File: src/raytrace_defs.svh
`ifndef RAYTRACE_DEFS_SVH
`define RAYTRACE_DEFS_SVH

// frame size in pixels
`define FRAME_W 16
`define FRAME_H 12
`define NUM_RAYS (`FRAME_W * `FRAME_H)

// pixel coordinate and scene coordinate widths
`define PIX_W 5
`define COORD_W 12

// camera plane offset, centres the frame on the z axis
`define CAM_X (-8)
`define CAM_Y (-6)

// colours
`define HIT_RED 8'd255
`define BG_RGB 24'h102040
`define STRIPE_RGB 24'hc0c0c0

// pixel x bit that picks a stripe
`define STRIPE_SHIFT 2

// pixel buffer sizing
`define PB_DEPTH 8
`define PB_SLACK 2

`endif
File: src/raytrace_pkg.sv
`default_nettype none

`include "raytrace_defs.svh"

package raytrace_pkg;

	// signed scene coordinate
	typedef logic signed [`COORD_W-1:0] coord_t;

	// orthographic ray, direction is +z
	typedef struct packed {
		logic [`PIX_W-1:0] px;
		logic [`PIX_W-1:0] py;
		coord_t            ox;
		coord_t            oy;
	} ray_t;

	typedef struct packed {
		logic [`PIX_W-1:0] px;
		logic [`PIX_W-1:0] py;
		logic              hit;
		coord_t            depth;
	} hit_t;

	typedef struct packed {
		logic [7:0] r;
		logic [7:0] g;
		logic [7:0] b;
	} rgb_t;

	// fifo payload and display output
	typedef struct packed {
		logic [`PIX_W-1:0] px;
		logic [`PIX_W-1:0] py;
		rgb_t              rgb;
	} pixel_buffer_entry_t;

endpackage: raytrace_pkg

`default_nettype wire

File: src/raytrace_core.sv
`timescale 1ns/1ps
`default_nettype none

`include "raytrace_defs.svh"

module raytrace_core (
	input  logic                 clk,
	input  logic                 rst_n,
	input  logic                 start,
	input  logic                 stripes_sel,
	input  raytrace_pkg::coord_t box_xmin,
	input  raytrace_pkg::coord_t box_xmax,
	input  raytrace_pkg::coord_t box_ymin,
	input  raytrace_pkg::coord_t box_ymax,
	input  raytrace_pkg::coord_t box_zmin,
	input  raytrace_pkg::coord_t box_zmax,
	input  logic                 pixel_ready,
	output logic                 busy,
	output logic                 pixel_valid,
	output logic [`PIX_W-1:0]    pixel_x,
	output logic [`PIX_W-1:0]    pixel_y,
	output raytrace_pkg::rgb_t   pixel_rgb,
	output logic                 frame_done
);

	import raytrace_pkg::*;

	logic                ray_valid;
	ray_t                ray;
	logic                hit_valid;
	hit_t                hit;
	logic                pb_we;
	pixel_buffer_entry_t pb_wdata;
	pixel_buffer_entry_t pb_rdata;
	logic                pb_re;
	logic                pb_empty;
	logic                pb_almost_full;

	ray_generator u_ray_generator (.clk, .rst_n, .start, .pb_almost_full, .busy,
		.ray_valid, .ray);

	ray_box_intersect u_ray_box_intersect (.clk, .rst_n, .ray_valid, .ray, .box_xmin,
		.box_xmax, .box_ymin, .box_ymax, .box_zmin, .box_zmax, .hit_valid, .hit);

	pixel_shader u_pixel_shader (.clk, .rst_n, .hit_valid, .hit, .stripes_sel, .pb_we,
		.pb_data(pb_wdata));

	// full is never reached, almost_full throttles the generator
	pixel_fifo #(.DEPTH(`PB_DEPTH)) u_pixel_fifo (.clk, .rst_n, .we(pb_we), .re(pb_re),
		.data_in(pb_wdata), .data_out(pb_rdata), .empty(pb_empty), .full(),
		.almost_full(pb_almost_full));

	frame_buffer_handler u_frame_buffer_handler (.clk, .rst_n, .pb_empty,
		.pb_data(pb_rdata), .pixel_ready, .pb_re, .pixel_valid, .pixel_x, .pixel_y,
		.pixel_rgb, .frame_done);

endmodule: raytrace_core

`default_nettype wire

File: src/frame_buffer_handler.sv
`timescale 1ns/1ps
`default_nettype none

`include "raytrace_defs.svh"

module frame_buffer_handler (
	input  logic                              clk,
	input  logic                              rst_n,
	input  logic                              pb_empty,
	input  raytrace_pkg::pixel_buffer_entry_t pb_data,
	input  logic                              pixel_ready,
	output logic                              pb_re,
	output logic                              pixel_valid,
	output logic [`PIX_W-1:0]                 pixel_x,
	output logic [`PIX_W-1:0]                 pixel_y,
	output raytrace_pkg::rgb_t                pixel_rgb,
	output logic                              frame_done
);

	import raytrace_pkg::*;

	localparam int CNT_W = $clog2(`NUM_RAYS + 1);

	logic [CNT_W-1:0] xfer_cnt;
	logic             last_xfer;

	// head of the buffer goes straight to the display
	assign pixel_valid = !pb_empty;
	assign pixel_x     = pb_data.px;
	assign pixel_y     = pb_data.py;
	assign pixel_rgb   = pb_data.rgb;
	assign pb_re       = pixel_valid && pixel_ready;

	assign last_xfer = (xfer_cnt == (`NUM_RAYS - 1));

	always_ff @(posedge clk or negedge rst_n) begin
		if (!rst_n) begin
			xfer_cnt   <= '0;
			frame_done <= 1'b0;
		end else begin
			frame_done <= pb_re && last_xfer;
			if (pb_re) begin
				xfer_cnt <= last_xfer ? '0 : xfer_cnt + 1'b1;
			end
		end
	end

	// a stalled pixel must not change until the display takes it
	assert property (@(posedge clk) disable iff (!rst_n)
		pixel_valid && !pixel_ready |=> pixel_valid && $stable(pb_data))
		else $error("output pixel changed or dropped while stalled");

endmodule: frame_buffer_handler

`default_nettype wire

File: src/pixel_fifo.sv
`timescale 1ns/1ps
`default_nettype none

`include "raytrace_defs.svh"

module pixel_fifo #(
	parameter int DEPTH = `PB_DEPTH
) (
	input  logic                              clk,
	input  logic                              rst_n,
	input  logic                              we,
	input  logic                              re,
	input  raytrace_pkg::pixel_buffer_entry_t data_in,
	output raytrace_pkg::pixel_buffer_entry_t data_out,
	output logic                              empty,
	output logic                              full,
	output logic                              almost_full
);

	import raytrace_pkg::*;

	localparam int AW = $clog2(DEPTH);

	pixel_buffer_entry_t mem [DEPTH];

	logic [AW-1:0] wr_ptr;
	logic [AW-1:0] rd_ptr;
	logic [AW:0]   count;
	logic          do_wr;
	logic          do_rd;

	assign do_wr = we && !full;
	assign do_rd = re && !empty;

	assign empty       = (count == 0);
	assign full        = (count == DEPTH);
	// leaves room for the rays still in the pipe
	assign almost_full = (count >= (DEPTH - `PB_SLACK - 1));

	// head entry, valid whenever not empty
	assign data_out = mem[rd_ptr];

	always_ff @(posedge clk) begin
		if (do_wr) begin
			mem[wr_ptr] <= data_in;
		end
	end

	always_ff @(posedge clk or negedge rst_n) begin
		if (!rst_n) begin
			wr_ptr <= '0;
			rd_ptr <= '0;
			count  <= '0;
		end else begin
			if (do_wr) wr_ptr <= wr_ptr + 1'b1;
			if (do_rd) rd_ptr <= rd_ptr + 1'b1;
			case ({do_wr, do_rd})
				2'b10:   count <= count + 1'b1;
				2'b01:   count <= count - 1'b1;
				default: count <= count;
			endcase
		end
	end

	assert property (@(posedge clk) disable iff (!rst_n) !(we && full))
		else $error("pixel buffer written while full, almost-full threshold too high");

	assert property (@(posedge clk) disable iff (!rst_n) !(re && empty))
		else $error("pixel buffer read while empty");

endmodule: pixel_fifo

`default_nettype wire

File: src/pixel_shader.sv
`timescale 1ns/1ps
`default_nettype none

`include "raytrace_defs.svh"

module pixel_shader (
	input  logic                              clk,
	input  logic                              rst_n,
	input  logic                              hit_valid,
	input  raytrace_pkg::hit_t                hit,
	input  logic                              stripes_sel,
	output logic                              pb_we,
	output raytrace_pkg::pixel_buffer_entry_t pb_data
);

	import raytrace_pkg::*;

	logic [7:0] shade;
	logic       on_stripe;
	rgb_t       colour;

	// nearer surfaces are brighter, far ones fade to black
	assign shade = (hit.depth >= 255) ? 8'd0 : (8'd255 - hit.depth[7:0]);

	assign on_stripe = stripes_sel && hit.px[`STRIPE_SHIFT];

	always_comb begin
		if (hit.hit) begin
			colour.r = `HIT_RED;
			colour.g = shade;
			colour.b = shade;
		end else if (on_stripe) begin
			colour = `STRIPE_RGB;
		end else begin
			colour = `BG_RGB;
		end
	end

	always_ff @(posedge clk or negedge rst_n) begin
		if (!rst_n) begin
			pb_we <= 1'b0;
		end else begin
			pb_we <= hit_valid;
		end
	end

	// payload register, only the strobe is reset
	always_ff @(posedge clk) begin
		if (hit_valid) begin
			pb_data.px  <= hit.px;
			pb_data.py  <= hit.py;
			pb_data.rgb <= colour;
		end
	end

endmodule: pixel_shader

`default_nettype wire

File: src/ray_box_intersect.sv
`timescale 1ns/1ps
`default_nettype none

`include "raytrace_defs.svh"

module ray_box_intersect (
	input  logic                 clk,
	input  logic                 rst_n,
	input  logic                 ray_valid,
	input  raytrace_pkg::ray_t   ray,
	input  raytrace_pkg::coord_t box_xmin,
	input  raytrace_pkg::coord_t box_xmax,
	input  raytrace_pkg::coord_t box_ymin,
	input  raytrace_pkg::coord_t box_ymax,
	input  raytrace_pkg::coord_t box_zmin,
	input  raytrace_pkg::coord_t box_zmax,
	output logic                 hit_valid,
	output raytrace_pkg::hit_t   hit
);

	import raytrace_pkg::*;

	logic   in_x;
	logic   in_y;
	logic   ahead;
	coord_t entry_z;

	// ray is parallel to z, so only the x and y slabs matter
	assign in_x = (ray.ox >= box_xmin) && (ray.ox <= box_xmax);
	assign in_y = (ray.oy >= box_ymin) && (ray.oy <= box_ymax);

	// box must reach in front of the camera plane at z = 0
	assign ahead = (box_zmax >= 0);

	// entry depth, clamped when the origin sits inside the box
	assign entry_z = (box_zmin < 0) ? '0 : box_zmin;

	always_ff @(posedge clk or negedge rst_n) begin
		if (!rst_n) begin
			hit_valid <= 1'b0;
		end else begin
			hit_valid <= ray_valid;
		end
	end

	always_ff @(posedge clk) begin
		if (ray_valid) begin
			hit.px    <= ray.px;
			hit.py    <= ray.py;
			hit.hit   <= in_x && in_y && ahead;
			hit.depth <= entry_z;
		end
	end

endmodule: ray_box_intersect

`default_nettype wire

File: src/ray_generator.sv
`timescale 1ns/1ps
`default_nettype none

`include "raytrace_defs.svh"

module ray_generator (
	input  logic               clk,
	input  logic               rst_n,
	input  logic               start,
	input  logic               pb_almost_full,
	output logic               busy,
	output logic               ray_valid,
	output raytrace_pkg::ray_t ray
);

	import raytrace_pkg::*;

	// raster position of the next ray
	logic [`PIX_W-1:0] px;
	logic [`PIX_W-1:0] py;
	logic              last_px;
	logic              last_py;

	assign last_px = (px == (`FRAME_W - 1));
	assign last_py = (py == (`FRAME_H - 1));

	// hold off while the buffer cannot take the rays in flight
	assign ray_valid = busy && !pb_almost_full;

	always_comb begin
		ray.px = px;
		ray.py = py;
		ray.ox = coord_t'(px) + coord_t'(`CAM_X);
		ray.oy = coord_t'(py) + coord_t'(`CAM_Y);
	end

	always_ff @(posedge clk or negedge rst_n) begin
		if (!rst_n) begin
			busy <= 1'b0;
			px   <= '0;
			py   <= '0;
		end else if (!busy) begin
			// start while busy is simply ignored
			if (start) begin
				busy <= 1'b1;
				px   <= '0;
				py   <= '0;
			end
		end else if (ray_valid) begin
			if (last_px) begin
				px <= '0;
				if (last_py) begin
					py   <= '0;
					busy <= 1'b0;
				end else begin
					py <= py + 1'b1;
				end
			end else begin
				px <= px + 1'b1;
			end
		end
	end

endmodule: ray_generator

`default_nettype wire

File: config.mk
export PLATFORM = sky130hd
export DESIGN_NAME = raytrace_core
export DESIGN_NICKNAME = d
export VERILOG_FILES = /design/src/raytrace_pkg.sv /design/src/raytrace_core.sv /design/src/frame_buffer_handler.sv /design/src/pixel_fifo.sv /design/src/pixel_shader.sv /design/src/ray_box_intersect.sv /design/src/ray_generator.sv
export VERILOG_INCLUDE_DIRS = /design/src
export SDC_FILE = /design/constraint.sdc
export NUM_CORES = 1
export LEC_CHECK = 0
export BUFFER_PORTS_ARGS = -buffer_cell sky130_fd_sc_hd__buf_2
export CAP_MARGIN = 20
export CORE_MARGIN = 5
export CORE_UTILIZATION = 40
export CTS_BUF_LIST = sky130_fd_sc_hd__clkbuf_4 sky130_fd_sc_hd__clkbuf_8 sky130_fd_sc_hd__clkbuf_16
export DETAILED_ROUTE_END_ITERATION = 6
export GPL_TIMING_DRIVEN = 0
export PLACE_DENSITY = 0.7
export SYNTH_ARGS = -nofsm -noshare
export SYNTH_HDL_FRONTEND = slang
export SYNTH_SLANG_ARGS = --single-unit
File: constraint.sdc
create_clock -name clk -period 3.89 [get_ports clk]
set_input_delay 0.778 -clock clk [delete_from_list [all_inputs] [get_ports clk]]
set_output_delay 0.778 -clock clk [all_outputs]
set_load 0.01 [all_outputs]
* Word-level counts from Yosys, hierarchy flattened
Memory sizes are Yosys's and may differ from the RTL's.
Index checks and enable logic that the tools add are counted.
** Cells by class
- Add/subtract/negate cells :: 10
- $lt $le $gt $ge :: 8
- Equality and inequality tests :: 8
- Multiplexer cells :: 20
- Reductions and logical operators :: 18
** Operators by type and width (number)
- two-way mux 5 bit :: 8
- greater-or-equal comparator 7 x 12 -> 1 bit :: 2
- <= comparator 7 x 12 -> 1 bit :: 2
- two-way mux 24 bit :: 1
- two-way mux 16 bit :: 1
- two-way mux 8 bit :: 2
- adder 6 x 4 -> 7 bit, second input constant :: 2
- greater-or-equal comparator 12 x 1 -> 1 bit, second input constant :: 1
- greater-or-equal comparator 12 x 9 -> 1 bit, second input constant :: 1
- less-than comparator 12 x 1 -> 1 bit, second input constant :: 1
- adder 5 x 1 -> 5 bit, second input constant :: 2
- equality test 5 x 4 -> 1 bit, second input constant :: 2
- logical AND 1 bit :: 10
- adder 8 x 1 -> 8 bit, second input constant :: 1
- equality test 8 bit, second input constant :: 1
- one-hot mux 4 bit (2 select lines) :: 1
- subtractor 8 bit, first input constant :: 1
- two-way mux 1 bit :: 7
- adder 3 x 1 -> 3 bit, second input constant :: 2
- adder 4 x 1 -> 4 bit, second input constant :: 1
- equality test 4 bit, second input constant :: 1
- greater-or-equal comparator 4 x 3 -> 1 bit, second input constant :: 1
- zero test 4 bit :: 1
- nonzero test 2 bit :: 2
- 8 further kinds :: 10
** Word-level totals
- Bits in registers :: 89
- Bits in writable memories :: 272
- Bits of input ports :: 77
- Logic and storage cells :: 84
- Memories :: 1
** Memory list
- u_pixel_fifo.mem :: words 8, width 34, read ports 1, clocked after Yosys merged registers in 0, write ports 1, line pixel_fifo.sv:24 : pixel_buffer_entry_t mem [DEPTH];

* Depth between registers and ports, before layout
- Word-level depth :: 6
- Mapped depth :: 11

* Hierarchy
Synthesis repeated with hierarchy kept, for this count alone.
** Unflattened totals
- Cell total of the unflattened synthesis :: 892
- Area total of the unflattened synthesis :: 15382.3 um2
** By module, submodules not included
- pixel_fifo :: times used 1, cells an instance 463, area each 10908.0 um2
- ray_box_intersect :: times used 1, cells an instance 203, area each 2021.9 um2
- pixel_shader :: times used 1, cells an instance 60, area each 972.2 um2
- ray_generator :: times used 1, cells an instance 85, area each 773.2 um2
- frame_buffer_handler :: times used 1, cells an instance 81, area each 706.9 um2

* Worst setup path after synthesis
No wires, ideal clock.
- Kind :: register -> register
- Start :: register u_pixel_fifo.count[0]
- End :: memory u_pixel_fifo.mem[0][10] in the netlist's numbering, enable pin
- Library setup time :: 0.432 ns
- Arrival time :: 2.437 ns
- Data required time :: 3.458 ns
- Path slack :: 1.021 ns
- Stages on the path, launching flop included :: 6
- Path buffers :: 0
- Clock period less this slack :: 2.869 ns
- Cells stage by stage :: dfrtp_1 -> nor3_1 -> nand2_1 -> and2_1 -> nand2b_1 -> nor3_1
** On the way
- Word-level cells in the longest chain between the ends :: 5
** RTL lines
- from (decl) :: line pixel_fifo.sv:28 : logic [AW:0] count;
- from (signal assigned) :: line pixel_fifo.sv:58 : 2'b10: count <= count + 1'b1;
- from (signal assigned) :: line pixel_fifo.sv:59 : 2'b01: count <= count - 1'b1;
- from (signal assigned) :: line pixel_fifo.sv:60 : default: count <= count;
- equality test 4 bit :: line pixel_fifo.sv:36 : assign full = (count == DEPTH);
- zero test 1 bit :: line pixel_fifo.sv:32 : assign do_wr = we && !full;
- logical AND 1 bit :: line pixel_fifo.sv:32
- two-way mux 1 bit :: line pixel_fifo.sv:44 : if (do_wr) begin
- two-way mux 1 bit (implied by the code) :: line pixel_fifo.sv:45 : mem[wr_ptr] <= data_in;
- to (decl) :: line pixel_fifo.sv:24
No other way between the ends.

==> results.toml <==
[worst_setup_path]
cp_slowest_cell = "buf_1"
path_buf_inv = 4
worst_setup_path_end_kind = "output pin"
crit_fanout = 10
required_ps = 3110
critPathArrivalTime_ps = 2810
worstPathCellList = "buf_2, buf_1, mux4_2, mux2_2, buf_4, buf_2"
crit_type = "reg2out"
rrSetupSlack_ps = 860
crit_family = "buffers and inverters"
critPathMaxStageDelay_ps = 620
critPathMostFrequentCell = "buf_2"
startpoint_type = "flip-flop"

[clock_network]
cts_max_level = 1
post_cts_buffers = 0
post_cts_resized = 0
cts_tree = "built"
cts_buffers = 24
cts_sinks = 262
insertion_delay_ps = 520
ctsHoldBuffers = 0
path_clk_slew_ps = 70
clockBufferDepth = 3
root_buffer = "clkbuf_16"

[timing]
worstMarginPinSlew_ps = 926
holdWs_ps = 341
fin_setup_tns_ps = 0
fin_crit_sh_pct = 92.3
period_minus_slack_ps = 3590
max_freq_ghz = 0.279
rsz0062_at_grt = "no"
setup_violations = 0
skew_ps = 16.6
hold_viol = 0
slew_violations = 0
max_slew_margin_pct = 37.9

[routing]
drtAntennaViolNets = 0
wire_per_inst_um = 17.6
viasPerCell = 4.92
drc = 0
drtIter0Drc = 471
wl_um = 21600
firstDrtPassIters = 4
vias = 6013

[final_layout]
antenna_cells = 0
syn2layout_area_growth_pct = 16.4
layout_common_cells = "edfxtp_1 (230), buf_2 (104), inv_1 (61), ha_1 (58), mux4_2 (46)"
nets = 962
fillCellCount = 2354
finalNonFillerCells = 1222
drive_gt1_share_pct = 30.1
final_common_cell = "edfxtp_1"

[flow_run]
max_cap_viol_count = 0

[synthesis]
synth-seq-cells = 262
ys_types = 61
synth_largest_area_cell = "edfxtp_1"
yosys_warnings = 0
yosys.area_share.simple_pct = 5.94
synthAdderAreaFrac_pct = 6.53
synth_area_leaders = "edfxtp_1 (60%), mux4_2 (9.1%), dfrtp_1 (7.0%), ha_1 (6.3%), mux2_2 (2.3%)"
syn_area_um2 = 11400
netlist_instances = 694
synth_nets = 830
async_reset_ff_share_pct = 12.2
avgSynthCellArea_um2 = 16.5
synth_compound_area_share_pct = 4.09
synth_ff_type = "edfxtp_1"
synth_top_family_by_area = "multiplexers"
synth_top_area_share_pct = 60.4
ys_seq_area_share_pct = 67.4
synth_edf_count = 230
muxShareOfSynthArea_pct = 11.3
synth_xor_area_share_pct = 0.996

[global_routing]
grt_first_pass_wirelength_um = 34300
grtUsageMet2_pct = 22.6
antenna_found_initial = 0
grt_use_met1_pct = 19.7
grt_use_met3_pct = 1.96
grt_pass1_vias = 6193
track_usage_pct = 13.7
top_usage_layer = "met2"
grt_overflow = 0
grt_start_max_net_pins = 33

[die]
fp-row-count = 61
core_area_um2 = 28000
dieArea_um2 = 32100
ios = 114
die_h_um = 179
initial_utilization_pct = 40.8
die_x_um = 179

[pwr]
power.total_mw = 10.3
p_leak_nw = 5.00
peakVddDrop_mv = 0.396
power_density_nw_per_um2 = 775

[placed_design]
dp_hpwl_um = 14400
gp_congestion = 0.789
portBuffers = 102
numPlacedInstances = 1178

[outcome]
status = "finished clean"

[hold_path]
hp-class = "in2async"
## cells by family after synthesis
kind of cell	after synthesis
flip-flops	262
AND/OR/NAND/NOR	127
buffers and inverters	90
AO/OA/AOI/OAI	73
multiplexers	69
adder cells (fa/ha/maj)	59
XOR/XNOR	13
other	1
## worst reg2reg max path, delay by kind of cell, from the launching register on
kind / cells / cell delay (ps)
AOI/OAI and AO/OA: 4 / 590
adders and majority gates: 1 / 340
buffers and inverters: 1 / 190
DFF: 1 / 380
and+or+nand+nor: 4 / 1270
## cells in the mapped netlist, types with 2 or more instances
cell type and number:
buf_6 3, o21ai_0 21, edfxtp_1 230, nand3_1 6, a21o_1 7, and2_1 2
buf_1 4, clkbuf_1 5, a21oi_1 18, dfrtp_1 32, and3_1 3, a31oi_1 2
nor2_1 27, and4_1 2, mux2_2 23, ha_1 58, or3_1 2, xor2_1 4
nand2b_1 6, buf_2 2, o22ai_1 3, mux4_2 46, nor2b_1 18, xnor2_1 9
buf_4 13, o211ai_1 2, inv_1 61, nor4_1 2, a211oi_1 3, o21ai_1 2
o32ai_1 2, a221o_1 2, nand2_1 31, nor3_1 7, nand4_1 10
## sequential cells by signal, indices dropped and copies added (netlist names)
| signal | cells |
|---|---|
| u_frame_buffer_handler.frame_done | 1 |
| u_frame_buffer_handler.xfer_cnt | 8 |
| u_pixel_fifo.count | 4 |
| u_pixel_fifo.mem | 184 |
| u_pixel_fifo.rd_ptr | 3 |
| u_pixel_fifo.wr_ptr | 3 |
| u_pixel_shader.pb_data | 23 |
| u_pixel_shader.pb_we | 1 |
| u_ray_box_intersect.hit | 23 |
| u_ray_box_intersect.hit_valid | 1 |
| u_ray_generator.busy | 1 |
| u_ray_generator.px | 5 |
| u_ray_generator.py | 5 |
## metal layers
layer,part of all wire (%),wire (µm),vias up
li1,-,-,2913
met1,46,9910,2938
met2,48,10400,142
met3,4.8,1030,20
met4,1.1,245,0
met5,0,0,-
## cell type report
type | count | area (µm²) | share of cell area [%]
inverter | 62 | 235 | 1.77
buffer | 28 | 180 | 1.35
tap | 378 | 473 | 3.56
clock buffer | 37 | 723 | 5.44
timing repair buffer | 106 | 556 | 4.18
clock inverter | 7 | 67.6 | 0.508
multi-input combinational | 342 | 3360 | 25.3
sequential | 262 | 7710 | 57.9
## per-stage QoR
step	instance area [µm²]	utilization (%)	worst slack (ps)
after floorplan	11400	-	1020
after global placement	12400	44.3	-557
after detailed placement	12500	44.7	830
after CTS	13300	47.5	265
after global routing	13300	47.5	180
final	13300	47.5	300
## path summary, 6_finish.rpt
kind | from | to | depth (start not counted)
worst min-delay path | rst_n | u_ray_generator.py[4] | 1
worst min register to register | u_ray_box_intersect.hit[19] | u_pixel_shader.pb_data[30] | 0
worst max register to register | u_ray_generator.py[3] | u_ray_box_intersect.hit[12] | 10
max in group asynchronous | rst_n | u_pixel_fifo.rd_ptr[0] | 1
min in group clk | u_ray_box_intersect.hit[19] | u_pixel_shader.pb_data[30] | 0
worst max-delay path | u_pixel_fifo.rd_ptr[1] | pixel_rgb[21] | 6
## where the power goes
group          switching (mW)  internal, mW
logic                    1.80          1.61
registers               0.533          4.09
clock network           0.935          1.35
total                    3.27          7.04
No activity file was read; power rests on OpenSTA's default activity.
